`config.mk`:
```
export PLATFORM = sky130hd
export DESIGN_NAME = mem_burst
export DESIGN_NICKNAME = d
export VERILOG_FILES = /design/src/design/cache_pkg.sv /design/src/design/mem_burst.sv
export SDC_FILE = /design/constraint.sdc
export NUM_CORES = 1
export LEC_CHECK = 0
export BUFFER_PORTS_ARGS = -buffer_cell sky130_fd_sc_hd__buf_2
export CAP_MARGIN = 15
export CORE_AREA = 5 5 151 153
export CTS_CLUSTER_DIAMETER = 50
export CTS_CLUSTER_SIZE = 28
export DETAILED_ROUTE_END_ITERATION = 7
export DIE_AREA = 0 0 156 158
export PLACE_DENSITY = 0.59
export RECOVER_POWER = 25
export SYNTH_ARGS = -nofsm -noshare
export SYNTH_HDL_FRONTEND = slang
export SYNTH_SLANG_ARGS = --single-unit
```
`constraint.sdc`:
```
create_clock -name clk -period 3.1 [get_ports clk]
set_clock_uncertainty 0.05 [all_clocks]
set_input_delay 0.465 -clock clk [delete_from_list [all_inputs] [get_ports clk]]
set_output_delay 0.465 -clock clk [all_outputs]
set_load 0.02 [all_outputs]
```
`src/design/cache_pkg.sv`:
```
`default_nettype none

package cache_pkg;

	// word and line geometry
	localparam int WORD_BITS   = 32;
	localparam int ADDR_BITS   = 32;	// word address
	localparam int LINE_WORDS  = 4;
	localparam int OFFSET_BITS = $clog2(LINE_WORDS);
	localparam int LINE_BITS   = LINE_WORDS * WORD_BITS;

	// two ways of 64 sets each
	localparam int NUM_SETS    = 64;
	localparam int INDEX_BITS  = $clog2(NUM_SETS);
	localparam int NUM_WAYS    = 2;

	// what is left of the address once index and offset are taken
	localparam int TAG_BITS    = ADDR_BITS - INDEX_BITS - OFFSET_BITS;

	typedef logic [WORD_BITS-1:0]   word_t;
	typedef logic [ADDR_BITS-1:0]   addr_t;
	typedef logic [LINE_BITS-1:0]   line_t;	// word 0 in the low bits

	typedef logic [TAG_BITS-1:0]    tag_t;
	typedef logic [INDEX_BITS-1:0]  index_t;
	typedef logic [OFFSET_BITS-1:0] offset_t;

	typedef logic                   way_t;

	// controller states
	typedef enum logic [2:0] {
		IDLE,		// waiting for a request
		LOOKUP,		// tag and data arrays valid
		EVICT,		// dirty victim going out
		FILL,		// line coming in
		INSTALL		// filled line written into the victim way
	} ctrl_state_e;

endpackage

`default_nettype wire
```
`src/design/mem_burst.sv`:
```
`default_nettype none

module mem_burst (
	input  wire                   clk,
	input  wire                   reset,
	input  wire                   evict_start,
	input  wire                   fill_start,
	input  wire cache_pkg::addr_t burst_addr,
	input  wire cache_pkg::line_t evict_line,
	input  wire cache_pkg::word_t data_mem,
	input  wire                   ready_mem,
	output cache_pkg::addr_t      addr_mem,
	output cache_pkg::word_t      wdata_mem,
	output logic                  read_mem,
	output logic                  write_mem,
	output cache_pkg::line_t      fill_line,
	output logic                  burst_done
);

	cache_pkg::offset_t count;		// words moved so far
	cache_pkg::line_t   shift_q;
	logic               xfer;
	logic               last;

	assign xfer = (read_mem || write_mem) && ready_mem;
	assign last = xfer && count == '1;

	assign wdata_mem = shift_q[cache_pkg::WORD_BITS-1:0];
	assign fill_line = shift_q;

	always_ff @(posedge clk or negedge reset) begin
		if (!reset) begin
			read_mem   <= 1'b0;
			write_mem  <= 1'b0;
			count      <= '0;
			burst_done <= 1'b0;
		end else begin
			burst_done <= last;
			if (evict_start) begin
				write_mem <= 1'b1;
				count     <= '0;
			end else if (fill_start) begin
				read_mem <= 1'b1;
				count    <= '0;
			end else if (xfer) begin
				count <= count + 1'b1;
				if (last) begin
					read_mem  <= 1'b0;
					write_mem <= 1'b0;
				end
			end
		end
	end

	// words enter at the top, so word 0 ends up low after four
	always_ff @(posedge clk) begin
		if (evict_start || fill_start)
			addr_mem <= {burst_addr[cache_pkg::ADDR_BITS-1:cache_pkg::OFFSET_BITS],
				{cache_pkg::OFFSET_BITS{1'b0}}};
		if (evict_start)
			shift_q <= evict_line;
		else if (read_mem && ready_mem)
			shift_q <= {data_mem, shift_q[cache_pkg::LINE_BITS-1:cache_pkg::WORD_BITS]};
		else if (write_mem && ready_mem)
			shift_q <= shift_q >> cache_pkg::WORD_BITS;	// next word to wdata_mem
	end

endmodule

`default_nettype wire

```
==> reports/qor.yml, run 1 <==
outcome: "finished with violations"
violations: "max-capacitance violations, max-slew violations"
use_met3: 0.0421
drive_above_1_share: 0.695
fin_ws_ps: 702
cts_made_buffers: 17
p_per_area_nw_per_um2: 624
path_buf_inv: 2
syn_avg_cell_area_sq_um: 18.8
grt.busiest_layer: "met2"
overflow: 0
cts_tree: "done"
setup_viol_count_final: 0
grt_max_degree: 74
cts.reportedPaths.clkPinSlew_ps: 70
cts_buffer_depth: 2
synth_cells: 362
required_ps: 3210
die_h_um: 158
vias: 4453
cp.arrival_ps: 2510
wl_um: 19000
io_buffers: 387
period_needed_ps: 2400
worstPathMaxFanout: 33
viasPerCell: 4.37
clk_latency_ps: 420
synthAdderAreaFrac: 0.00184
power.leakage_nw: 4.10
syn_area_sq_um: 6810
hold_violations: 0
cts.htree.levels: 4
postPlaceCellArea_sq_um: 8730
worst_pin_slew_ps: 1990
fp-row-count: 54
timing.fmax_mhz: 417
slew_violations: 65
grt_use_met2: 0.244
synth_xor_area_frac: 0
hold_class: "in -> reg"
clock_sinks: 163
synth-simple-area-share: 0.00938
io_pins: 392
fillerInstances: 2006
dp.final_hpwl_um: 14800
p_comb_frac: 0.171
wl_per_cell_um: 18.7
routabilityCongestion: 0.788
max_slew_margin: -0.324
path_cells: "buf_4 -> clkbuf_1 -> mux2_2"
mostFrequentLayoutCells: "buf_2, edfxtp_1, mux2_2, a22o_1, clkbuf_16"
firstDrtPassIters: 4
initial_core_util: 0.318
cts_resized: 0
fin_crit_sh: 0.773
ys_seq_area_frac: 0.716
fin_setup_tns_ps: 0
crit_type: "in -> reg"
antenna_found_initial: 0
cp_slowest_stage_delay_ps: 1340
die-area_sq_um: 24600
core-area_sq_um: 21400
rsz0062_at_grt: "no"
maxCapViolations: 2
area_delta_synth_final_pct: 36.6
cts_root_buf: "clkbuf_16"
ys_seq_elements: 163
drt_iter0_drc: 206
layout_commonest_cell: "buf_2"
synth_top_family_by_area: "multiplexers"
synth-compound-area-share: 0.0461
cp_top_family: "buffers and inverters"
start_kind: "primary input"
met1_usage: 0.182
worstSetupEndpointType: "register"
post-route-util: 0.434
vdd_drop_max_uv: 329
swShare: 0.287
pwr-share-seq: 0.480
ant_nets: 0
grt_usage: 0.144
grt_pass1_vias: 4398
netSwitchingPower_mw: 1.66
post-place-ws_ps: 920
die_x_um: 156
total_power_mw: 5.80
grt_pass1_wl_um: 26500
final_area_sq_um: 9300
cpMaxStageDelayCell: "clkbuf_1"
route.detailed.drc: 0
p_int_mw: 4.14
yosysWarnings: 0
muxShareOfSynthArea: 0.162
pwr-share-clk: 0.350
nets: 922
ys_types: 18
==> worst register-to-register path: cells and delay by family, from the launching register on <==
family	cells	cell delay (ps)
simple gates	1	400
compound gates	1	220
buf+inv	1	390
flops	1	410
==> power groups by stage <==
| stage | registers [mW] | logic, mW | clock network (mW) |
|---|---|---|---|
| 6_report | 2.78 | 0.989 | 2.03 |
| 5_1_grt | 2.81 | 1.05 | 2.19 |
| 3_5_place_dp | 2.83 | 1.01 | 0 |
| 2_1_floorplan | 3.09 | 0.360 | 0 |
| 4_1_cts | 2.79 | 1.01 | 2.09 |
| 3_3_place_gp | 2.83 | 1.00 | 0 |
==> cells in the mapped netlist (all sizes together) <==
library cell    n  area, sq um
nor3            1         5.00
a22o           33          289
ha              1         12.5
a21o            1         7.51
or2             2         12.5
nand3b          2         15.0
and3b           1         8.76
mux2           98         1100
buf            53          434
inv             1         3.75
conb            1         3.75
edfxtp        158         4740
o21a            1         7.51
dfrtp           5          125
o211a           1         10.0
nor3b           3         22.5
==> cell families after synthesis <==
family          Yosys count
compound gates           36
mux                      98
fa+ha+maj                 1
simple gates              9
other cells               1
flops                   163
buf+inv                  54
==> through the flow <==
| stage | hold slack, ps | std cells |
|---|---|---|
| finish | 159 | 1018 |
| global route | 130 | 1017 |
| CTS | 138 | 1017 |
| detailed placement | 239 | 984 |
| global placement | 240 | 984 |
| floorplan | 119 | 363 |
==> state kept, by name, summed over array words and instances, names as in the netlist <==
name / count
addr_mem: 30
burst_done: 1
count: 2
fill_line: 128
read_mem: 1
write_mem: 1
==> timing repair <==
action	4_1_cts	5_1_grt
hold endpoints to repair	5	0
setup buffers	0	0
hold buffers	1	0
==> metal layers <==
metal,wire (um),vias to the layer above,part of all wire
li1,-,2118,-
met1,7480,2149,0.39
met2,10000,177,0.53
met3,1340,9,0.070
met4,178,0,0.0094
met5,0,-,0
==> worst paths after layout <==
path	startpoint	endpoint	slack [ps]	depth (start not counted)
worst max-delay path	evict_start	fill_line[75]	700	3
worst min-delay path	burst_addr[6]	addr_mem[6]	160	1
worst max register to register	read_mem	fill_line[116]	1200	3
worst min register to register	write_mem	write_mem	500	1
max in group asynchronous	reset	count[0]	2370	2
min in group asynchronous	reset	write_mem	390	2
==> layout make-up <==
type	instances	area, sq um	share of cell area
diodes	1	2.50	0.000269
clock buffers	17	425	0.0458
clock inverters	15	144	0.0155
inverters	1	3.75	0.000404
multi-input cells	146	1500	0.162
flip-flops and latches	163	4870	0.524
well taps	280	350	0.0377
repair buffers	395	2000	0.215
No activity file was read; power rests on OpenSTA's default activity.
==> run 2: changes to the inputs <==
--- a/config.mk
+++ b/config.mk
@@ -5,6 +5,7 @@
 export SDC_FILE = /design/constraint.sdc
 export NUM_CORES = 1
 export LEC_CHECK = 0
+export ABC_AREA = 1
 export BUFFER_PORTS_ARGS = -buffer_cell sky130_fd_sc_hd__buf_2
 export CAP_MARGIN = 15
 export CORE_AREA = 5 5 151 153
@@ -12,7 +13,7 @@
 export CTS_CLUSTER_SIZE = 28
 export DETAILED_ROUTE_END_ITERATION = 7
 export DIE_AREA = 0 0 156 158
-export PLACE_DENSITY = 0.59
+export PLACE_DENSITY = 0.6
 export RECOVER_POWER = 25
 export SYNTH_ARGS = -nofsm -noshare
 export SYNTH_HDL_FRONTEND = slang
==> constraint.sdc (replaced) <==
create_clock -name clk -period 2.4 [get_ports clk]
set_clock_uncertainty 0.05 [all_clocks]
set_input_delay 0.36 -clock clk [delete_from_list [all_inputs] [get_ports clk]]
set_output_delay 0.36 -clock clk [all_outputs]
set_load 0.02 [all_outputs]
==> reports/qor.yml, run 2 <==
cp_top_family: "buffers and inverters"  # unchanged
synth_edf_count: 158  # unchanged
grt_pass1_vias: 5315  # was 4,398
period_needed_ps: 1930
cts_made_buffers: 17  # unchanged
io_pins: 392  # unchanged
fp-row-count: 54  # unchanged
fin_setup_tns_ps: 0  # unchanged
fin_crit_sh: 0.805
cts.htree.levels: 4  # unchanged
worstSetupEndpointType: "register"  # unchanged
vdd_drop_max_uv: 493  # was 329 uV
drive_above_1_share: 0.422  # was 0.695
cts_root_buf: "clkbuf_16"  # unchanged
firstDrtPassIters: 4  # unchanged
hold_class: "in -> reg"  # unchanged
synth_top_flop_cell: "edfxtp_1"  # unchanged
overflow: 0  # unchanged
clock_sinks: 163  # unchanged
grt_usage: 0.158  # was 0.144
worstPathMaxFanout: 129  # was 33
ys_types: 17  # was 18
clk_latency_ps: 420  # about the same
cts_resized: 0  # unchanged
drt_iter0_drc: 287  # was 206
post-place-ws_ps: 589  # was 920 ps
area_delta_synth_final_pct: 35.6  # was 36.6%
synth_cells: 640  # was 362
timing.fmax_mhz: 518
largest_reg_flops: 128  # unchanged
routabilityCongestion: 0.813  # was 0.788
required_ps: 2600  # was 3210 ps
antenna_found_initial: 1  # was 0
syn_avg_cell_area_sq_um: 10.9  # was 18.8 sq um
layout_commonest_cell: "buf_2"  # unchanged
viasPerCell: 4.27  # was 4.37
p_per_area_nw_per_um2: 800  # was 624 nW/um^2
wl_um: 20600  # was 19,000 um
fillerInstances: 2128  # was 2,006
ant_nets: 0  # unchanged
synth_top_area_cell: "edfxtp_1"  # unchanged
grt_pass1_wl_um: 29800  # was 26,500 um
dp.final_hpwl_um: 15500  # was 14,800 um
hold_violations: 0  # unchanged
fin_ws_ps: 468  # was 702 ps
yosysWarnings: 0  # unchanged
synth_top_area_share: 0.679  # was 0.697
path_buf_inv: 2  # unchanged
cts.reportedPaths.clkPinSlew_ps: 70  # about the same
path_cells: "clkbuf_1 -> clkbuf_4 -> nand2_1 -> o21ai_1"  # was buf_4 -> clkbuf_1 -> mux2_2
die-area_sq_um: 24600  # unchanged
grt_max_degree: 130  # was 74
cp.arrival_ps: 2130  # was 2510 ps
synthMostInstantiatedCell: "nand2_1"  # was edfxtp_1
worst_pin_slew_ps: 1500  # was 1990 ps
vias: 5487  # was 4,453
post-route-util: 0.442  # was 0.434
synthTopCellsByCount: "nand2_1, edfxtp_1, buf_4"  # was edfxtp_1, mux2_2, buf_4
wl_per_cell_um: 16.0  # was 18.7 um
total_power_mw: 7.58  # was 5.80 mW
maxCapViolations: 0  # was 2
start_kind: "primary input"  # unchanged
cts_tree: "done"  # unchanged
outcome: "finished, final reports clean"  # was finished with violations
die_h_um: 158  # unchanged
ys_seq_elements: 163  # unchanged
io_buffers: 387  # unchanged
syn_area_sq_um: 6990  # was 6810 sq um
synth_async_sr_flop_share: 0.0307  # unchanged
synth.area.top_cells: "edfxtp_1, nand2_1, buf_4"  # was edfxtp_1, mux2_2, a22o_1
cts_buffer_depth: 2  # unchanged
nets: 1187  # was 922
final_area_sq_um: 9470  # was 9300 sq um
die_x_um: 156  # unchanged
route.detailed.drc: 0  # unchanged
crit_type: "in -> reg"  # unchanged
ys_seq_area_frac: 0.697  # was 0.716
power.leakage_nw: 4.70  # was 4.10 nW
cpMaxStageDelayCell: "clkbuf_4"  # was clkbuf_1
setup_viol_count_final: 0  # unchanged
slew_violations: 0  # was 65
rsz0062_at_grt: "no"  # unchanged
initial_core_util: 0.326  # was 0.318
cp_slowest_stage_delay_ps: 1040  # was 1340 ps
max_slew_margin: 0.00293  # was -0.324
postPlaceCellArea_sq_um: 8890  # was 8730 sq um
core-area_sq_um: 21400  # unchanged
mostFrequentLayoutCells: "buf_2, nand2_1, edfxtp_1, o21ai_1, clkbuf_16"  # was buf_2, edfxtp_1, mux2_2, a22o_1, clkbuf_16
## run 2: cell types whose count changed in the layout (fill, tap and decap cells not counted), sizes merged, moves of 5 or more
cell / before / now
nand2: 0 / 361
o21ai: 0 / 33
a22o: 33 / 0
buf: 383 / 388
nor2: 0 / 5
mux2: 98 / 0
## run 2: kinds of logic after synthesis
family | after synthesis | synth area share
AND/OR/NAND/NOR | 370 | 0.200
buffers and inverters | 71 | 0.0761
flip-flops | 163 | 0.697
other | 1 | 0.000537
AO/OA/AOI/OAI | 34 | 0.0244
adder cells (fa/ha/maj) | 1 | 0.00179
## run 2: layout make-up
type                       count  area (sq um)  share of cell area
antenna                        3          7.51            0.000793
clock buffer                  18           429              0.0453
clock inverter                14           160              0.0169
inverter                       5          21.3             0.00225
multi-input combinational    407          1600               0.169
sequential                   163          4870               0.514
tap                          280           350              0.0370
timing repair buffer         395          2030               0.214
## run 2: per-layer routing
metal | track usage | vias to the layer above | wire length, um
li1 | - | 2768 | -
met1 | 0.189 | 2457 | 7880
met2 | 0.274 | 234 | 10800
met3 | 0.0426 | 28 | 1590
met4 | 0.0559 | 0 | 384
met5 | 0 | - | 0
## run 2: metrics by stage
stage          std cells  hold slack [ps]
2_1_floorplan        641             14.4
3_3_place_gp        1249              134
3_5_place_dp        1249              138
4_1_cts             1282             38.1
5_1_grt             1283             31.1
6_report            1285             61.6
## run 2: final timing paths
| path | depth (start not counted) | slack [ps] | endpoint | startpoint |
|---|---|---|---|---|
| worst min register to register | 2 | 480 | fill_line[92] | fill_line[124] |
| min in group asynchronous | 2 | 280 | count[1] | reset |
| max in group asynchronous | 2 | 1780 | read_mem | reset |
| worst max register to register | 5 | 610 | fill_line[107] | read_mem |
| worst min-delay path | 1 | 60 | addr_mem[20] | burst_addr[20] |
| worst max-delay path | 4 | 470 | fill_line[99] | evict_start |
## run 2: what timing repair did
action                    4_1_cts  5_1_grt
hold endpoints to repair        5        0
hold buffers                    1        0
buffers inserted                0        0
## run 2: power breakdown
group	switching (mW)	internal (mW)
clock	1.24	1.49
combinational	0.842	0.426
sequential	0.127	3.45
total	2.21	5.36
==> run 3: changes to the inputs <==
--- a/config.mk
+++ b/config.mk
@@ -5,15 +5,15 @@
 export SDC_FILE = /design/constraint.sdc
 export NUM_CORES = 1
 export LEC_CHECK = 0
-export ABC_AREA = 1
+export ABC_AREA = 0
 export BUFFER_PORTS_ARGS = -buffer_cell sky130_fd_sc_hd__buf_2
 export CAP_MARGIN = 15
-export CORE_AREA = 5 5 151 153
+export CORE_AREA = 5 5 149 151
 export CTS_CLUSTER_DIAMETER = 50
 export CTS_CLUSTER_SIZE = 28
 export DETAILED_ROUTE_END_ITERATION = 7
-export DIE_AREA = 0 0 156 158
-export PLACE_DENSITY = 0.6
+export DIE_AREA = 0 0 154 156
+export PLACE_DENSITY = 0.63
 export RECOVER_POWER = 25
 export SYNTH_ARGS = -nofsm -noshare
 export SYNTH_HDL_FRONTEND = slang
==> constraint.sdc (replaced) <==
create_clock -name clk -period 1.6 [get_ports clk]
set_clock_uncertainty 0.05 [all_clocks]
set_input_delay 0.24 -clock clk [delete_from_list [all_inputs] [get_ports clk]]
set_output_delay 0.24 -clock clk [all_outputs]
set_load 0.02 [all_outputs]
==> reports/qor.yml, run 3 (synthesis gave the netlist of run 1 again) <==
outcome: "finished, final reports clean"  # unchanged
antenna_found_initial: 0  # was 1
hold_class: "in -> reg"  # unchanged
crit_type: "reg -> reg"  # was in -> reg
worstPathMaxFanout: 50  # was 129
largest_reg_flops: 128  # unchanged
power.leakage_nw: 4.29  # was 4.70 nW
die_x_um: 154  # was 156 um
grt_usage: 0.151  # was 0.158
cts_root_buf: "clkbuf_16"  # unchanged
viasPerCell: 4.38  # was 4.27
fin_ws_ps: 88.2  # was 468 ps
cts_hold_buf: 31  # was 1
clock_sinks: 163  # unchanged
area_delta_synth_final_pct: 42.5  # was 35.6%
clk_latency_ps: 410  # was 420 ps
wl_um: 19100  # was 20,600 um
hold_violations: 0  # unchanged
cts_buffer_depth: 2  # unchanged
cp_slowest_stage_delay_ps: 420  # was 1040 ps
maxCapViolations: 0  # unchanged
route.detailed.drc: 0  # unchanged
rsz0062_at_grt: "no"  # unchanged
drive_above_1_share: 0.678  # was 0.422
path_cells: "o21a_1 -> or2_4 -> buf_12"  # was clkbuf_1 -> clkbuf_4 -> nand2_1 -> o21ai_1
ant_nets: 0  # unchanged
vias: 4641  # was 5,487
dp.cells: 995  # was 1,249
drt_iter0_drc: 199  # was 287
io_pins: 392  # unchanged
max_slew_margin: 0.503  # was 0.00293
cts_resized: 0  # unchanged
total_power_mw: 11.3  # was 7.58 mW
overflow: 0  # unchanged
initial_core_util: 0.329  # was 0.326
cpMaxStageDelayCell: "dfrtp_2"  # was clkbuf_4
firstDrtPassIters: 4  # unchanged
grt_pass1_vias: 4914  # was 5,315
worstSetupEndpointType: "register"  # unchanged
fillerInstances: 1883  # was 2,128
die_h_um: 156  # was 158 um
cts.htree.levels: 4  # unchanged
slew_violations: 0  # unchanged
period_needed_ps: 1510
cp.arrival_ps: 1590  # was 2130 ps
die-area_sq_um: 24000  # was 24,600 sq um
post-place-ws_ps: 111  # was 589 ps
io_buffers: 387  # unchanged
final_area_sq_um: 9700  # was 9470 sq um
start_kind: "register"  # was primary input
p_per_area_nw_per_um2: 1170  # was 800 nW/um^2
post_cts_buffers: 0  # unchanged
core-area_sq_um: 20700  # was 21,400 sq um
vdd_drop_max_uv: 712  # was 493 uV
fin_setup_tns_ps: 0  # unchanged
postPlaceCellArea_sq_um: 8960  # was 8890 sq um
cts.reportedPaths.clkPinSlew_ps: 60  # was 70 ps
fp-row-count: 53  # was 54
cts_made_buffers: 17  # unchanged
setup_viol_count_final: 0  # unchanged
wl_per_cell_um: 18.0  # was 16.0 um
required_ps: 1680  # was 2600 ps
timing.fmax_mhz: 661
fin_crit_sh: 0.945
final_cells: 1059  # was 1,285
grt_pass1_wl_um: 28000  # was 29,800 um
routabilityCongestion: 0.833  # was 0.813
dp.final_hpwl_um: 14700  # was 15,500 um
cts_tree: "done"  # unchanged
grt_max_degree: 51  # was 130
worst_pin_slew_ps: 746  # was 1500 ps
mostFrequentLayoutCells: "buf_2, edfxtp_1, mux2_2, a22o_1, dlygate4sd3_1"  # was buf_2, nand2_1, edfxtp_1, o21ai_1, clkbuf_16
nets: 968  # was 1,187
layout_commonest_cell: "buf_2"  # unchanged
run 3: cell count changes in the layout (fill, tap and decap cells not counted), sizes merged, moves of 3 or more:
cell         previous run  this run
inv                    14         8
clkbuf                 24        38
nand2                 361         0
nand3                   3         0
nor3b                   0         3
o21ai                  33         0
dlygate4sd3             1        31
nor2                    5         0
mux2                    0        98
clkinv                  1         4
a22o                    0        33
run 3: worst max-delay path: cells and delay by family, from the launching register on:
family,cells,cell delay [ps]
AO/OA/AOI/OAI,1,230
buffers and inverters,1,190
flip-flops,1,420
AND/OR/NAND/NOR,1,300
run 3: per-layer routing:
metal  wire length (um)  track usage  up-vias
li1                   -            -     2209
met1               7300        0.176     2199
met2               9840        0.263      213
met3               1650       0.0546       20
met4                297       0.0399        0
met5                  0            0        -
run 3: report_power, final:
group | internal (mW) | switching [mW] | total [mW]
Combinational | 0.824 | 1.17 | 1.99
Sequential | 5.19 | 0.199 | 5.39
Clock | 2.20 | 1.77 | 3.97
Total | 8.21 | 3.13 | 11.3
run 3: final timing paths:
path | endpoint | slack (ps) | cells past startpoint | from
worst max-delay path | fill_line[82] | 90 | 3 | write_mem
worst min-delay path | burst_done | 60 | 2 | ready_mem
worst max register to register | fill_line[82] | 90 | 3 | write_mem
worst min register to register | write_mem | 470 | 1 | write_mem
max in group asynchronous | write_mem | 1070 | 2 | reset
min in group asynchronous | burst_done | 180 | 2 | reset
run 3: final cells by class:
type	instances	area [sq um]	share of cell area
flip-flops and latches	163	4870	0.503
clock inverters	14	144	0.0148
multi-input cells	146	1500	0.155
clock buffers	18	429	0.0443
inverters	1	3.75	0.000387
diodes	1	2.50	0.000258
repair buffers	441	2400	0.247
well taps	275	344	0.0355
run 3: metrics by stage:
step / hold WS, ps / utilization
2_1_floorplan: -106 / -
3_3_place_gp: 14.7 / 0.433
3_5_place_dp: 13.5 / 0.433
4_1_cts: 39.0 / 0.476
5_1_grt: 41.7 / 0.468
6_report: 59.1 / 0.469
