**config.mk**
```make
export PLATFORM = sky130hd
export DESIGN_NAME = cache_fsm
export DESIGN_NICKNAME = d
export VERILOG_FILES = /design/src/design/cache_pkg.sv /design/src/design/cache_fsm.sv
export SDC_FILE = /design/constraint.sdc
export NUM_CORES = 1
export LEC_CHECK = 0
export ABC_AREA = 0
export BUFFER_PORTS_ARGS = -buffer_cell sky130_fd_sc_hd__buf_2
export CORE_AREA = 5 5 326 328
export CTS_BUF_LIST = sky130_fd_sc_hd__clkbuf_8
export DETAILED_ROUTE_END_ITERATION = 8
export DIE_AREA = 0 0 331 333
export REMOVE_ABC_BUFFERS = 1
export SLEW_MARGIN = 20
export SYNTH_ARGS = -nofsm -noshare
export SYNTH_HDL_FRONTEND = slang
export SYNTH_SLANG_ARGS = --single-unit
```
**constraint.sdc**
```tcl
create_clock -name clk -period 13.2 [get_ports clk]
set_input_delay 0.66 -clock clk [delete_from_list [all_inputs] [get_ports clk]]
set_output_delay 0.66 -clock clk [all_outputs]
set_load 0.03 [all_outputs]
```
**src/design/cache_pkg.sv**
```systemverilog
`default_nettype none

package cache_pkg;

	// word and line geometry
	localparam int WORD_BITS   = 32;
	localparam int ADDR_BITS   = 32;	// word address
	localparam int LINE_WORDS  = 4;
	localparam int OFFSET_BITS = $clog2(LINE_WORDS);
	localparam int LINE_BITS   = LINE_WORDS * WORD_BITS;

	// two ways of 64 sets each
	localparam int NUM_SETS    = 64;
	localparam int INDEX_BITS  = $clog2(NUM_SETS);
	localparam int NUM_WAYS    = 2;

	// what is left of the address once index and offset are taken
	localparam int TAG_BITS    = ADDR_BITS - INDEX_BITS - OFFSET_BITS;

	typedef logic [WORD_BITS-1:0]   word_t;
	typedef logic [ADDR_BITS-1:0]   addr_t;
	typedef logic [LINE_BITS-1:0]   line_t;	// word 0 in the low bits

	typedef logic [TAG_BITS-1:0]    tag_t;
	typedef logic [INDEX_BITS-1:0]  index_t;
	typedef logic [OFFSET_BITS-1:0] offset_t;

	typedef logic                   way_t;

	// controller states
	typedef enum logic [2:0] {
		IDLE,		// waiting for a request
		LOOKUP,		// tag and data arrays valid
		EVICT,		// dirty victim going out
		FILL,		// line coming in
		INSTALL		// filled line written into the victim way
	} ctrl_state_e;

endpackage

`default_nettype wire
```
**src/design/cache_fsm.sv**
```systemverilog
`default_nettype none

module cache_fsm (
	input  wire                  clk,
	input  wire                  reset,
	input  wire cache_pkg::addr_t addr_up,
	input  wire cache_pkg::word_t data_up,
	input  wire                  read_up,
	input  wire                  write_up,
	input  wire                  hit,
	input  wire cache_pkg::way_t hit_way,
	input  wire cache_pkg::way_t victim_way,
	input  wire                  victim_dirty,
	input  wire cache_pkg::tag_t victim_tag,
	input  wire cache_pkg::line_t rd_line0,
	input  wire cache_pkg::line_t rd_line1,
	input  wire cache_pkg::line_t fill_line,
	input  wire                  burst_done,
	output cache_pkg::word_t     rdata_up,
	output logic                 stall_up,
	output cache_pkg::index_t    lookup_index,
	output logic                 tag_we,
	output cache_pkg::way_t      tag_way,
	output cache_pkg::tag_t      new_tag,
	output logic                 new_dirty,
	output logic                 data_we,
	output cache_pkg::way_t      data_way,
	output logic                 data_word_only,
	output cache_pkg::offset_t   data_offset,
	output cache_pkg::line_t     data_line,
	output logic                 evict_start,
	output logic                 fill_start,
	output cache_pkg::addr_t     burst_addr,
	output cache_pkg::line_t     evict_line
);

	cache_pkg::ctrl_state_e state;
	cache_pkg::addr_t       req_addr;
	cache_pkg::word_t       req_data;
	logic                   req_write;
	cache_pkg::way_t        vway_q;		// victim chosen at lookup
	cache_pkg::index_t      req_index;
	cache_pkg::offset_t     req_offset;
	cache_pkg::line_t       hit_line;
	cache_pkg::line_t       merged_line;

	assign req_offset = req_addr[cache_pkg::OFFSET_BITS-1:0];
	assign req_index  = req_addr[cache_pkg::OFFSET_BITS +: cache_pkg::INDEX_BITS];
	assign new_tag    = req_addr[cache_pkg::ADDR_BITS-1 -: cache_pkg::TAG_BITS];

	// arrays see the incoming index while idle so lookup data is ready next cycle
	assign lookup_index = (state == cache_pkg::IDLE) ?
		addr_up[cache_pkg::OFFSET_BITS +: cache_pkg::INDEX_BITS] : req_index;

	assign hit_line   = hit_way ? rd_line1 : rd_line0;
	assign evict_line = victim_way ? rd_line1 : rd_line0;

	// fill data with the write word dropped in on a write miss
	always_comb begin
		merged_line = fill_line;
		if (req_write)
			merged_line[req_offset*cache_pkg::WORD_BITS +: cache_pkg::WORD_BITS] = req_data;
	end

	assign tag_we         = (state == cache_pkg::LOOKUP && hit) || state == cache_pkg::INSTALL;
	assign data_we        = (state == cache_pkg::LOOKUP && hit && req_write) ||
		state == cache_pkg::INSTALL;
	assign tag_way        = (state == cache_pkg::INSTALL) ? vway_q : hit_way;
	assign data_way       = tag_way;
	assign new_dirty      = req_write;	// install of a read miss leaves the line clean
	assign data_word_only = (state == cache_pkg::LOOKUP);
	assign data_offset    = req_offset;
	assign data_line      = (state == cache_pkg::INSTALL) ? merged_line :
		{cache_pkg::LINE_WORDS{req_data}};

	assign evict_start = state == cache_pkg::LOOKUP && !hit && victim_dirty;
	assign fill_start  = (state == cache_pkg::LOOKUP && !hit && !victim_dirty) ||
		(state == cache_pkg::EVICT && burst_done);
	assign burst_addr  = evict_start ?
		{victim_tag, req_index, {cache_pkg::OFFSET_BITS{1'b0}}} :
		{new_tag, req_index, {cache_pkg::OFFSET_BITS{1'b0}}};

	always_ff @(posedge clk or negedge reset) begin
		if (!reset) begin
			state     <= cache_pkg::IDLE;
			stall_up  <= 1'b0;
			rdata_up  <= '0;
			req_write <= 1'b0;
		end else begin
			case (state)
				cache_pkg::IDLE: begin
					if (read_up || write_up) begin
						state     <= cache_pkg::LOOKUP;
						stall_up  <= 1'b1;
						req_write <= !read_up;	// read wins a tie
					end
				end
				cache_pkg::LOOKUP: begin
					if (hit) begin
						state    <= cache_pkg::IDLE;
						stall_up <= 1'b0;
						if (!req_write)
							rdata_up <= hit_line[req_offset*cache_pkg::WORD_BITS +:
								cache_pkg::WORD_BITS];
					end else if (victim_dirty) begin
						state <= cache_pkg::EVICT;
					end else begin
						state <= cache_pkg::FILL;
					end
				end
				cache_pkg::EVICT: if (burst_done) state <= cache_pkg::FILL;
				cache_pkg::FILL: if (burst_done) state <= cache_pkg::INSTALL;
				cache_pkg::INSTALL: begin
					state    <= cache_pkg::IDLE;
					stall_up <= 1'b0;
					if (!req_write)
						rdata_up <= merged_line[req_offset*cache_pkg::WORD_BITS +:
							cache_pkg::WORD_BITS];
				end
				default: state <= cache_pkg::IDLE;
			endcase
		end
	end

	// request payload
	always_ff @(posedge clk) begin
		if (state == cache_pkg::IDLE && (read_up || write_up)) begin
			req_addr <= addr_up;
			req_data <= data_up;
		end
		if (state == cache_pkg::LOOKUP)
			vway_q <= victim_way;
	end

endmodule

`default_nettype wire

```
==> run_summary.xml, run 1 <==
<?xml version="1.0" encoding="UTF-8"?>
<metrics>
  <group name="clock_tree">
    <metric name="clkTransAtPathRegs" unit="ns">0.18</metric>
    <metric name="numClockSinks" unit="">102</metric>
    <metric name="ctsHtreeMaxLevel" unit="">3</metric>
    <metric name="cts_tree" unit="">yes</metric>
    <metric name="ctsHoldBuffers" unit="">0</metric>
    <metric name="clkLatencyLatePin" unit="ns">0.52</metric>
    <metric name="post_cts.resized_instances" unit="">0</metric>
    <metric name="setup_bufs_post_cts" unit="">0</metric>
    <metric name="cts.path.max_buffers" unit="">2</metric>
    <metric name="root_buffer" unit="">clkbuf_8</metric>
    <metric name="numCtsBuffers" unit="">9</metric>
  </group>
  <group name="floorplanning">
    <metric name="floorplan.rows" unit="">118</metric>
    <metric name="dieHeight" unit="µm">333</metric>
    <metric name="die_width" unit="µm">331</metric>
    <metric name="placeableCoreArea" unit="µm²">103000</metric>
    <metric name="die_area" unit="µm²">110000</metric>
    <metric name="initial_core_util" unit="">0.108</metric>
    <metric name="ios" unit="">842</metric>
  </group>
  <group name="power">
    <metric name="worst_ir_drop_vdd" unit="mV">0.0886</metric>
    <metric name="power.leakage" unit="nW">7.30</metric>
    <metric name="pwr_cell_area" unit="nW/µm²">160</metric>
  </group>
  <group name="placement">
    <metric name="preCtsSetupSlack" unit="ns">8.28</metric>
    <metric name="routabilityCongestion" unit="">0.916</metric>
    <metric name="port_buffers" unit="">839</metric>
    <metric name="dpl.hpwl" unit="mm">82.1</metric>
  </group>
  <group name="grt">
    <metric name="antenna_found_initial" unit="">42</metric>
    <metric name="first_pass_grt_wire_length" unit="mm">134</metric>
    <metric name="overflow" unit="">0</metric>
    <metric name="number_of_global_route_vias_before_repair" unit="">14600</metric>
    <metric name="maximum_number_of_pins_on_one_net_before_global_route_repair" unit="">75</metric>
    <metric name="global_route_usage_sum" unit="">0.179</metric>
  </group>
  <group name="timing">
    <metric name="timing_hold_violations_final" unit="">0</metric>
    <metric name="period_needed" unit="ns">5.44</metric>
    <metric name="max_freq" unit="MHz">184</metric>
    <metric name="totalNegativeSetupSlack" unit="ns">0</metric>
    <metric name="clock-skew-final" unit="ns">0.0446</metric>
    <metric name="max-slew-margin-rel" unit="">0.201</metric>
    <metric name="final_critical_path_setup_slack" unit="ns">7.76</metric>
    <metric name="grt_setup_unrepaired" unit="">no</metric>
    <metric name="setup_violations" unit="">0</metric>
    <metric name="final_max_slew_viol_count" unit="">0</metric>
    <metric name="layout_worst_path_cycle_share" unit="">0.412</metric>
    <metric name="tightest_slew" unit="ns">1.20</metric>
  </group>
  <group name="synth">
    <metric name="cell_type_with_the_largest_total_area_after_synthesis" unit="">edfxtp_1</metric>
    <metric name="yosys_warnings" unit="">0</metric>
    <metric name="postSynthCellCount" unit="">1120</metric>
    <metric name="seq_area_frac_synth" unit="">0.258</metric>
    <metric name="number_of_flops_mapped_to_enable_cells_by_yosys" unit="">65</metric>
    <metric name="ys_seq_elements" unit="">102</metric>
    <metric name="synth-main-ff-cell" unit="">edfxtp_1</metric>
    <metric name="synth_async_sr_flop_share" unit="">0.363</metric>
    <metric name="yosysUniqueCellTypes" unit="">65</metric>
    <metric name="synth_area_per_cell" unit="µm²">9.94</metric>
    <metric name="post_synth_instance_area" unit="µm²">11100</metric>
    <metric name="post_synth_main_area_contributors" unit="">edfxtp_1, mux2_2, dfrtp_1</metric>
    <metric name="area_fraction_of_the_dominant_cell_type_after_synthesis" unit="">0.175</metric>
  </group>
  <group name="detailed_routing">
    <metric name="via_count" unit="">14900</metric>
    <metric name="drt-pass1-iter-count" unit="">5</metric>
    <metric name="route.detailed.wl_per_inst" unit="µm">32.7</metric>
    <metric name="route.detailed.vias_per_inst" unit="">4.61</metric>
    <metric name="drt_drc_violations_left" unit="">0</metric>
    <metric name="iteration_0_drc_markers" unit="">1509</metric>
    <metric name="totalWireLength" unit="mm">106</metric>
    <metric name="drtAntennaViolNets" unit="">0</metric>
  </group>
  <group name="setup_path">
    <metric name="r2r-end" unit="">rdata_up[21]$_DFFE_PN0P_</metric>
    <metric name="worst_ep_required" unit="ns">12.54</metric>
    <metric name="worstSetupEndpointType" unit="">output port</metric>
    <metric name="crit_fanout" unit="">35</metric>
    <metric name="worstSetupStartpointType" unit="">register</metric>
    <metric name="rr_startpoint" unit="">req_addr[1]$_DFFE_PP_</metric>
    <metric name="ff2ff_setup_slack" unit="ns">9.07</metric>
    <metric name="cp.arrival" unit="ns">4.78</metric>
    <metric name="worstRegToRegCells" unit="">9</metric>
    <metric name="worstSetupPathType" unit="">reg -&gt; out</metric>
  </group>
  <group name="hold_path">
    <metric name="path_type_of_the_worst_min_delay_path" unit="">in -&gt; async</metric>
  </group>
  <group name="flow_run">
    <metric name="timing.max_cap.violations" unit="">0</metric>
  </group>
  <group name="finish">
    <metric name="finish.net_count" unit="">2324</metric>
    <metric name="post_route_cells_drive_above_1_share" unit="">0.604</metric>
    <metric name="fin_util" unit="">0.165</metric>
    <metric name="syn2layout_area_growth" unit="%">52.2</metric>
  </group>
  <group name="status">
    <metric name="outcome" unit="">finished clean</metric>
  </group>
</metrics>
## cells in the mapped netlist, types with 2 or more instances
| master | n |
|---|---|
| a32o_1 | 79 |
| a21oi_1 | 35 |
| buf_4 | 8 |
| edfxtp_1 | 65 |
| a31oi_1 | 6 |
| clkbuf_2 | 10 |
| inv_1 | 5 |
| buf_2 | 61 |
| and3b_1 | 2 |
| buf_6 | 5 |
| nor2_1 | 44 |
| nand2_1 | 77 |
| a211o_1 | 7 |
| o21ai_0 | 2 |
| buf_1 | 20 |
| nand3_1 | 54 |
| nor3_2 | 4 |
| nor3b_2 | 2 |
| nor2b_1 | 10 |
| nand4_1 | 2 |
| o22ai_1 | 2 |
| nor3_1 | 4 |
| a21o_1 | 2 |
| nand2b_1 | 4 |
| clkbuf_1 | 61 |
| o211ai_1 | 6 |
| nor4_1 | 12 |
| a221oi_1 | 57 |
| a221o_1 | 43 |
| nand3b_1 | 2 |
| a32oi_1 | 17 |
| ha_1 | 5 |
| and4_1 | 5 |
| a2111o_1 | 16 |
| a2111oi_0 | 7 |
| a22o_1 | 48 |
| mux2i_1 | 54 |
| a211oi_1 | 15 |
| mux2_2 | 166 |
| dfrtp_1 | 37 |
| mux4_2 | 30 |
| and2_1 | 6 |
## sequential cells by signal (all words and copies together) (netlist names)
name and cells:
new_dirty 1, rdata_up 32, vway_q 1, state 3, req_addr 32, req_data 32, stall_up 1
## cell type report
cell class / count / area [µm²]
fill: 11800 / 86000
multi-input combinational: 849 / 7610
timing repair buffer: 871 / 4470
sequential: 102 / 2880
tap: 1380 / 1730
clock buffer: 9 / 124
clock inverter: 7 / 85.1
antenna: 17 / 42.5
inverter: 5 / 18.8
## worst max-delay path, cell delays in order (launching register included)
cell and delay, ns:
edfxtp_1 0.41, buf_4 0.40, buf_4 0.65, ha_1 0.37, and3b_1 0.29, and2_2 0.54
nand2b_2 0.66, buf_4 0.45, a32o_1 0.22, buf_2 0.21
## per-layer routing
metal | track usage | wire length, µm
met1 | 0.234 | 44100
met3 | 0.0515 | 10300
met2 | 0.283 | 47000
met5 | 0 | 64
met4 | 0.0624 | 4430
## power by group
part / internal [mW] / switching, mW
Sequential: 0.462 / 0.150
Clock: 0.0764 / 0.195
Combinational: 0.531 / 1.30
## layout by cell type, fill, tap and decap left out, drive strengths merged, types with 4 or more instances in the layout
master	n
a2111o	16
a2111oi	7
a211o	7
a211oi	15
a21oi	36
a221o	43
a221oi	58
a22o	48
a31oi	6
a32o	79
a32oi	17
and2	7
and4	5
buf	871
clkbuf	9
dfrtp	37
diode	17
edfxtp	65
ha	5
inv	8
mux2	166
mux2i	54
mux4	30
nand2	77
nand2b	4
nand3	54
nor2	44
nor2b	10
nor3	8
nor4	12
o211ai	7
## through the flow
step,area [µm²],std cells,hold slack (ns),total power [mW]
global placement,16700,3206,0.467,2.44
CTS,16900,3222,0.190,2.74
detailed placement,16700,3206,0.471,2.44
floorplan,10400,956,0.364,1.61
global route,16900,3226,0.229,2.82
finish,17000,3240,0.265,2.72
## worst max-delay path by stage
stage | from | to | slack (ns) | cells past startpoint
6_report | req_addr[0]$_DFFE_PP_ | data_line[110] | 7.76 | 9
3_3_place_gp | req_addr[0]$_DFFE_PP_ | data_line[98] | 8.36 | 9
5_1_grt | req_addr[0]$_DFFE_PP_ | data_line[118] | 7.58 | 9
2_1_floorplan | state[1]$_DFFE_PN0P_ | data_line[32] | 4.68 | 3
3_5_place_dp | req_addr[0]$_DFFE_PP_ | data_line[110] | 8.28 | 9
4_1_cts | req_addr[0]$_DFFE_PP_ | data_line[110] | 7.65 | 9
## kinds of logic after synthesis
| family | after synthesis | share of synthesized area |
|---|---|---|
| AO/OA/AOI/OAI | 352 | 0.277 |
| XOR/XNOR | 1 | 0.000787 |
| adder cells (fa/ha/maj) | 5 | 0.00562 |
| buffers and inverters | 170 | 0.0713 |
| flip-flops | 102 | 0.258 |
| multiplexers | 250 | 0.277 |
| other | 1 | 0.000337 |
| AND/OR/NAND/NOR | 239 | 0.109 |
(Power assumes the default switching activity.)
==> run 2, diff against run 1 <==
CORE_AREA = 5 5 328 330   (was 5 5 326 328)
DIE_AREA = 0 0 333 335   (was 0 0 331 333)
clock period = 5.65 ns   (was 13.2 ns; I/O delays follow)
==> run 2 against run 1 <==
Power grew 140%. Global-route usage is 1.9 points higher. Via count grew 0.87%. Setup slack got worse by 6.3 ns. Highest routed layer unchanged.
==> run_summary.xml, run 2 (synthesized netlist as in run 1, its figures left out) <==
<?xml version="1.0" encoding="UTF-8"?>
<metrics>
  <group name="setup_path">
    <metric name="worstSetupPathType" unit="">reg -&gt; out</metric>
    <metric name="worst_ep_required" unit="ns">5.37</metric>
    <metric name="worstSetupEndpointType" unit="">output port</metric>
    <metric name="cp.arrival" unit="ns">3.85</metric>
    <metric name="crit_fanout" unit="">17</metric>
    <metric name="worstSetupStartpointType" unit="">register</metric>
  </group>
  <group name="status">
    <metric name="outcome" unit="">finished clean</metric>
  </group>
  <group name="timing">
    <metric name="totalNegativeSetupSlack" unit="ns">0</metric>
    <metric name="tightest_slew" unit="ns">1.14</metric>
    <metric name="grt_setup_unrepaired" unit="">no</metric>
    <metric name="final_critical_path_setup_slack" unit="ns">1.51</metric>
    <metric name="layout_worst_path_cycle_share" unit="">0.732</metric>
    <metric name="final_max_slew_viol_count" unit="">0</metric>
    <metric name="max-slew-margin-rel" unit="">0.241</metric>
    <metric name="clock-skew-final" unit="ns">0.0442</metric>
    <metric name="timing_hold_violations_final" unit="">0</metric>
    <metric name="fin_worst_hold_slack" unit="ns">0.0837</metric>
    <metric name="period_needed" unit="ns">4.14</metric>
    <metric name="max_freq" unit="MHz">242</metric>
    <metric name="setup_violations" unit="">0</metric>
  </group>
  <group name="grt">
    <metric name="overflow" unit="">0</metric>
    <metric name="antenna_found_initial" unit="">59</metric>
    <metric name="maximum_number_of_pins_on_one_net_before_global_route_repair" unit="">139</metric>
    <metric name="number_of_global_route_vias_before_repair" unit="">15100</metric>
    <metric name="global_route_usage_sum" unit="">0.199</metric>
    <metric name="first_pass_grt_wire_length" unit="mm">149</metric>
  </group>
  <group name="placement">
    <metric name="dpl.cell_count" unit="">3218</metric>
    <metric name="dpl.hpwl" unit="mm">93.9</metric>
    <metric name="routabilityCongestion" unit="">0.829</metric>
    <metric name="preCtsSetupSlack" unit="ns">2.06</metric>
    <metric name="port_buffers" unit="">839</metric>
  </group>
  <group name="finish">
    <metric name="top_regs" unit="">rdata_up: 32 flops, req_addr: 32 flops, req_data: 32 flops</metric>
    <metric name="number_of_standard_cells_in_the_layout_taps_in_and_fillers_out" unit="">3321</metric>
    <metric name="layout_commonest_cell" unit="">buf_2</metric>
    <metric name="syn2layout_area_growth" unit="%">58.6</metric>
    <metric name="finish.net_count" unit="">2391</metric>
    <metric name="post_route_cells_drive_above_1_share" unit="">0.583</metric>
    <metric name="layout.cells.most_common_list" unit="">buf_2, mux2_2, a32o_1</metric>
  </group>
  <group name="floorplanning">
    <metric name="floorplan.rows" unit="">119</metric>
    <metric name="die_width" unit="µm">333</metric>
    <metric name="initial_core_util" unit="">0.107</metric>
    <metric name="die_area" unit="µm²">112000</metric>
    <metric name="ios" unit="">842</metric>
    <metric name="dieHeight" unit="µm">335</metric>
    <metric name="placeableCoreArea" unit="µm²">105000</metric>
  </group>
  <group name="clock_tree">
    <metric name="root_buffer" unit="">clkbuf_8</metric>
    <metric name="numCtsBuffers" unit="">9</metric>
    <metric name="cts_tree" unit="">yes</metric>
    <metric name="clkLatencyLatePin" unit="ns">0.53</metric>
    <metric name="ctsHtreeMaxLevel" unit="">3</metric>
    <metric name="numClockSinks" unit="">102</metric>
    <metric name="clkTransAtPathRegs" unit="ns">0.14</metric>
    <metric name="cts.path.max_buffers" unit="">2</metric>
  </group>
  <group name="power">
    <metric name="pwr_cell_area" unit="nW/µm²">365</metric>
    <metric name="worst_ir_drop_vdd" unit="mV">0.221</metric>
    <metric name="total_power" unit="mW">6.44</metric>
    <metric name="power.leakage" unit="nW">7.56</metric>
  </group>
  <group name="detailed_routing">
    <metric name="route.detailed.wl_per_inst" unit="µm">35.5</metric>
    <metric name="route.detailed.vias_per_inst" unit="">4.54</metric>
    <metric name="iteration_0_drc_markers" unit="">1160</metric>
    <metric name="drtAntennaViolNets" unit="">0</metric>
    <metric name="drt-pass1-iter-count" unit="">5</metric>
    <metric name="via_count" unit="">15100</metric>
    <metric name="totalWireLength" unit="mm">118</metric>
    <metric name="drt_drc_violations_left" unit="">0</metric>
  </group>
  <group name="flow_run">
    <metric name="timing.max_cap.violations" unit="">0</metric>
  </group>
  <group name="hold_path">
    <metric name="path_type_of_the_worst_min_delay_path" unit="">in -&gt; reg</metric>
  </group>
</metrics>
[run 2: critical path, stage by stage (launching register included)]
cell	delay (ns)
edfxtp_1	0.41
inv_1	0.40
ha_1	0.64
nor3b_2	0.13
and2_2	0.24
nand2b_2	0.62
buf_4	0.40
a32o_1	0.27
buf_2	0.23
[run 2: final timing paths]
check                                         start                        to  slack (ns)  cells past startpoint
max                           req_addr[1]$_DFFE_PP_            data_line[113]        1.51                      8
min                                        write_up     new_dirty$_DFFE_PN0P_        0.08                      3
max reg2reg                   req_addr[1]$_DFFE_PP_  rdata_up[27]$_DFFE_PN0P_        2.12                      8
min reg2reg                rdata_up[12]$_DFFE_PN0P_  rdata_up[12]$_DFFE_PN0P_        0.51                      1
max in group asynchronous                     reset  rdata_up[26]$_DFFE_PN0P_        4.65                      2
min in group asynchronous                     reset      state[1]$_DFFE_PN0P_        0.35                      2
[run 2: final cells by class]
cell class | instances | area [µm²]
Timing Repair Buffer | 938 | 5160
Inverter | 5 | 18.8
Clock inverter | 7 | 77.6
Fill cell | 11900 | 86900
Tap cell | 1391 | 1740
Clock buffer | 9 | 124
Sequential cell | 102 | 2880
Antenna cell | 20 | 50.0
Multi-Input combinational cell | 849 | 7610
[run 2: repair_timing]
action / 4_1_cts / 5_1_grt
hold buffers: 67 / 0
resized for setup: 0 / 0
buffers inserted: 0 / 0
endpoints found under the hold margin: 104 / 0
[run 2: report_power, final]
part / internal [mW] / total, mW / switching, mW
Clock: 0.175 / 0.610 / 0.435
Combinational: 1.27 / 4.39 / 3.11
Sequential: 1.08 / 1.44 / 0.363
Total: 2.53 / 6.44 / 3.91
[run 2: per-stage QoR]
| step | cell area [µm²] | util |
|---|---|---|
| floorplan | 10400 | - |
| global placement | 16700 | 0.160 |
| detailed placement | 16700 | 0.160 |
| CTS | 17600 | 0.168 |
| global route | 17600 | 0.169 |
| finish | 17700 | 0.169 |
[run 2: per-layer routing]
metal	share of wire	global-route usage
met1	0.40	0.241
met2	0.46	0.326
met3	0.10	0.0759
met4	0.034	0.0622
met5	0.00040	0
==> run 3, diff against run 2 <==
ABC_AREA = 1   (was 0)
CORE_AREA = 5 5 326 328   (was 5 5 328 330)
DIE_AREA = 0 0 331 333   (was 0 0 333 335)
clock period = 3.59 ns   (was 5.65 ns; I/O delays follow)
==> run 3 against run 2 <==
Synthesized area grew 9.3%. Final area rose by 7.5%. Register-to-register slack lost 1.4 ns. Critical endpoint is now data_line[1]. Via count up 28%. Synthesized cell count up 110%. Clock power rose by 49%.
==> run_summary.xml, run 3 <==
<?xml version="1.0" encoding="UTF-8"?>
<metrics>
  <group name="detailed_routing">
    <metric name="totalWireLength" unit="mm">115</metric>
    <metric name="drtAntennaViolNets" unit="">0</metric>
    <metric name="drt-pass1-iter-count" unit="">5</metric>
    <metric name="drt_drc_violations_left" unit="">0</metric>
    <metric name="via_count" unit="">19300</metric>
    <metric name="route.detailed.vias_per_inst" unit="">4.21</metric>
    <metric name="iteration_0_drc_markers" unit="">1787</metric>
    <metric name="route.detailed.wl_per_inst" unit="µm">25.1</metric>
  </group>
  <group name="finish">
    <metric name="syn2layout_area_growth" unit="%">55.9</metric>
    <metric name="layout_commonest_cell" unit="">nand2_1</metric>
    <metric name="top_regs" unit="">rdata_up: 32 flops, req_addr: 32 flops, req_data: 32 flops</metric>
    <metric name="layout.cells.most_common_list" unit="">nand2_1, buf_2, o21ai_0</metric>
    <metric name="post_route_cells_drive_above_1_share" unit="">0.289</metric>
    <metric name="finish.net_count" unit="">3666</metric>
    <metric name="layout.filler_cells" unit="">12200</metric>
    <metric name="final_area" unit="µm²">19000</metric>
  </group>
  <group name="synth">
    <metric name="postSynthCellCount" unit="">2380</metric>
    <metric name="seq_area_frac_synth" unit="">0.236</metric>
    <metric name="cell_type_with_the_largest_total_area_after_synthesis" unit="">nand2_1</metric>
    <metric name="synthMostInstantiatedCell" unit="">nand2_1</metric>
    <metric name="ys_seq_elements" unit="">102</metric>
    <metric name="post_synth_instance_area" unit="µm²">12200</metric>
    <metric name="number_of_flops_mapped_to_enable_cells_by_yosys" unit="">65</metric>
    <metric name="synth-compound-area-share" unit="">0.162</metric>
    <metric name="synth-main-ff-cell" unit="">edfxtp_1</metric>
    <metric name="synthXorXnorAreaFrac" unit="">0</metric>
    <metric name="synth_common_cells" unit="">nand2_1, o21ai_0, inv_1</metric>
    <metric name="synth_async_sr_flop_share" unit="">0.363</metric>
    <metric name="post_synth_main_area_contributors" unit="">nand2_1, edfxtp_1, o21ai_0</metric>
    <metric name="yosys.area_share.adder" unit="">0.00514</metric>
    <metric name="post_synth_mux_area_share" unit="">0</metric>
    <metric name="yosys_warnings" unit="">0</metric>
    <metric name="synth_top_family_by_area" unit="">simple AND/OR/NAND/NOR gates</metric>
    <metric name="synthSimpleGateAreaFrac" unit="">0.481</metric>
    <metric name="area_fraction_of_the_dominant_cell_type_after_synthesis" unit="">0.390</metric>
    <metric name="yosysUniqueCellTypes" unit="">21</metric>
    <metric name="synth_area_per_cell" unit="µm²">5.12</metric>
  </group>
  <group name="power">
    <metric name="power.sequential.fraction" unit="">0.175</metric>
    <metric name="pwr_cell_area" unit="nW/µm²">630</metric>
    <metric name="power_switching_share" unit="">0.650</metric>
    <metric name="combinationalPowerShare" unit="">0.750</metric>
    <metric name="power_report.internal_total" unit="mW">4.19</metric>
    <metric name="worst_ir_drop_vdd" unit="mV">0.561</metric>
    <metric name="switching_power" unit="mW">7.78</metric>
    <metric name="power.leakage" unit="nW">10.4</metric>
    <metric name="total_power" unit="mW">12.0</metric>
    <metric name="power.clock.fraction" unit="">0.076</metric>
  </group>
  <group name="flow_run">
    <metric name="timing.max_cap.violations" unit="">0</metric>
  </group>
  <group name="floorplanning">
    <metric name="placeableCoreArea" unit="µm²">103000</metric>
    <metric name="die_width" unit="µm">331</metric>
    <metric name="floorplan.rows" unit="">118</metric>
    <metric name="die_area" unit="µm²">110000</metric>
    <metric name="initial_core_util" unit="">0.118</metric>
    <metric name="dieHeight" unit="µm">333</metric>
    <metric name="ios" unit="">842</metric>
  </group>
  <group name="setup_path">
    <metric name="crit_fanout" unit="">16</metric>
    <metric name="critical-path-top-delay-family" unit="">simple AND/OR/NAND/NOR gates</metric>
    <metric name="cp.arrival" unit="ns">3.22</metric>
    <metric name="critical-path-top-cell-by-count" unit="">nand2_1</metric>
    <metric name="crit_buf_inv" unit="">3</metric>
    <metric name="worstSetupStartpointType" unit="">register</metric>
    <metric name="max_stage_delay" unit="ns">0.59</metric>
    <metric name="worst_ep_required" unit="ns">3.41</metric>
    <metric name="cp_slowest_cell" unit="">nand2_2</metric>
    <metric name="worstSetupEndpointType" unit="">output port</metric>
    <metric name="timing.critical_path.cells" unit="">inv_2 -&gt; ha_4 -&gt; nand2_2 -&gt; buf_4 -&gt; nor2_1 -&gt; nand2_1 -&gt; nand2_1 -&gt; nand2_1 -&gt; nand2_1 -&gt; buf_2</metric>
    <metric name="worstSetupPathType" unit="">reg -&gt; out</metric>
  </group>
  <group name="clock_tree">
    <metric name="clkLatencyLatePin" unit="ns">0.51</metric>
    <metric name="setup_bufs_post_cts" unit="">0</metric>
    <metric name="root_buffer" unit="">clkbuf_8</metric>
    <metric name="cts.path.max_buffers" unit="">2</metric>
    <metric name="numClockSinks" unit="">102</metric>
    <metric name="numCtsBuffers" unit="">9</metric>
    <metric name="cts_tree" unit="">yes</metric>
    <metric name="ctsHtreeMaxLevel" unit="">3</metric>
    <metric name="clkTransAtPathRegs" unit="ns">0.16</metric>
  </group>
  <group name="grt">
    <metric name="number_of_global_route_vias_before_repair" unit="">18200</metric>
    <metric name="global_route_usage_sum" unit="">0.199</metric>
    <metric name="maximum_number_of_pins_on_one_net_before_global_route_repair" unit="">163</metric>
    <metric name="first_pass_grt_wire_length" unit="mm">152</metric>
    <metric name="overflow" unit="">0</metric>
    <metric name="antenna_found_initial" unit="">78</metric>
  </group>
  <group name="placement">
    <metric name="port_buffers" unit="">839</metric>
    <metric name="detailed_place.area" unit="µm²">18100</metric>
    <metric name="dpl.hpwl" unit="mm">91.8</metric>
    <metric name="routabilityCongestion" unit="">0.883</metric>
  </group>
  <group name="timing">
    <metric name="period_needed" unit="ns">3.40</metric>
    <metric name="final_max_slew_viol_count" unit="">0</metric>
    <metric name="clock-skew-final" unit="ns">0.0431</metric>
    <metric name="tightest_slew" unit="ns">0.913</metric>
    <metric name="grt_setup_unrepaired" unit="">no</metric>
    <metric name="setup_violations" unit="">0</metric>
    <metric name="layout_worst_path_cycle_share" unit="">0.946</metric>
    <metric name="max-slew-margin-rel" unit="">0.389</metric>
    <metric name="max_freq" unit="MHz">294</metric>
    <metric name="timing_hold_violations_final" unit="">0</metric>
  </group>
  <group name="status">
    <metric name="outcome" unit="">finished clean</metric>
  </group>
  <group name="hold_path">
    <metric name="path_type_of_the_worst_min_delay_path" unit="">in -&gt; reg</metric>
  </group>
</metrics>
run 3: changes by cell type after synthesis, sizes merged, moves of 54 or more:
cell | before | now
a21oi | 36 | 131
o21ai | 3 | 259
nor2 | 44 | 161
a32o | 79 | 0
inv | 5 | 189
nand2 | 77 | 1264
a221oi | 58 | 0
mux2 | 166 | 0
mux2i | 54 | 0
run 3: path summary, 6_finish.rpt:
kind / endpoint / slack (ns) / cells after the start / start
setup / recovery: data_line[1] / 0.19 / 10 / req_addr[1]$_DFFE_PP_
hold / removal: state[0]$_DFFE_PN0P_ / 0.08 / 4 / victim_dirty
setup reg to reg: rdata_up[12]$_DFFE_PN0P_ / 0.71 / 14 / req_addr[1]$_DFFE_PP_
hold reg to reg: rdata_up[25]$_DFFE_PN0P_ / 0.49 / 2 / rdata_up[25]$_DFFE_PN0P_
max in group asynchronous: state[0]$_DFFE_PN0P_ / 2.68 / 2 / reset
min in group asynchronous: rdata_up[19]$_DFFE_PN0P_ / 0.31 / 2 / reset
run 3: kinds of logic after synthesis:
family	after synthesis
other	1
adders and majority gates	5
buffers and inverters	353
and+or+nand+nor	1526
AOI/OAI and AO/OA	393
DFF	102
run 3: through the flow:
stage / setup slack [ns] / std cells / util / hold slack [ns] / TNS (ns)
2_1_floorplan: -4.25 / 2217 / - / -0.116 / -578.57
3_3_place_gp: 0.570 / 4482 / 0.175 / 0.352 / 0
3_5_place_dp: 0.589 / 4482 / 0.175 / 0.346 / 0
4_1_cts: 0.113 / 4564 / 0.184 / 0.00397 / 0
5_1_grt: 0.00446 / 4576 / 0.184 / 0.0654 / 0
6_report: 0.193 / 4588 / 0.184 / 0.0824 / 0
run 3: power groups by stage:
| stage | clock (mW) | combinational [mW] | sequential (mW) |
|---|---|---|---|
| after global placement | 0 | 8.95 | 2.12 |
| after detailed placement | 0 | 8.95 | 2.11 |
| final | 0.908 | 8.97 | 2.09 |
| after floorplan | 0 | 4.37 | 2.57 |
| after global routing | 1.00 | 9.60 | 2.13 |
| after CTS | 0.987 | 9.04 | 2.09 |
run 3: final cells by class:
cell class              count  area (µm²)  share of cell area
clock inverters             7        53.8             0.00283
repair buffers            952        5430               0.286
diodes                     23        57.6             0.00303
clock buffers               9         124             0.00653
well taps                1380        1730              0.0910
inverters                 189         718              0.0378
flip-flops and latches    102        2880               0.152
multi-input cells        1926        7990               0.421
run 3: timing repair:
action | in CTS | in global routing
gates resized for setup | 0 | 0
hold buffers | 66 | 0
hold endpoints to repair | 104 | 0
run 3: worst min-delay path, delay by kind of cell:
kind,cells,cell delay [ns]
and+or+nand+nor,2,0.12
buffers and inverters,1,0.12
AOI/OAI and AO/OA,1,0.09
run 3: layer usage:
layer	vias to the layer above	global-route usage	wire length [µm]
met5	-	0	83
met4	12	0.0470	2890
met3	212	0.0587	11300
met2	1186	0.316	51200
met1	8867	0.265	49700
li1	9024	-	-
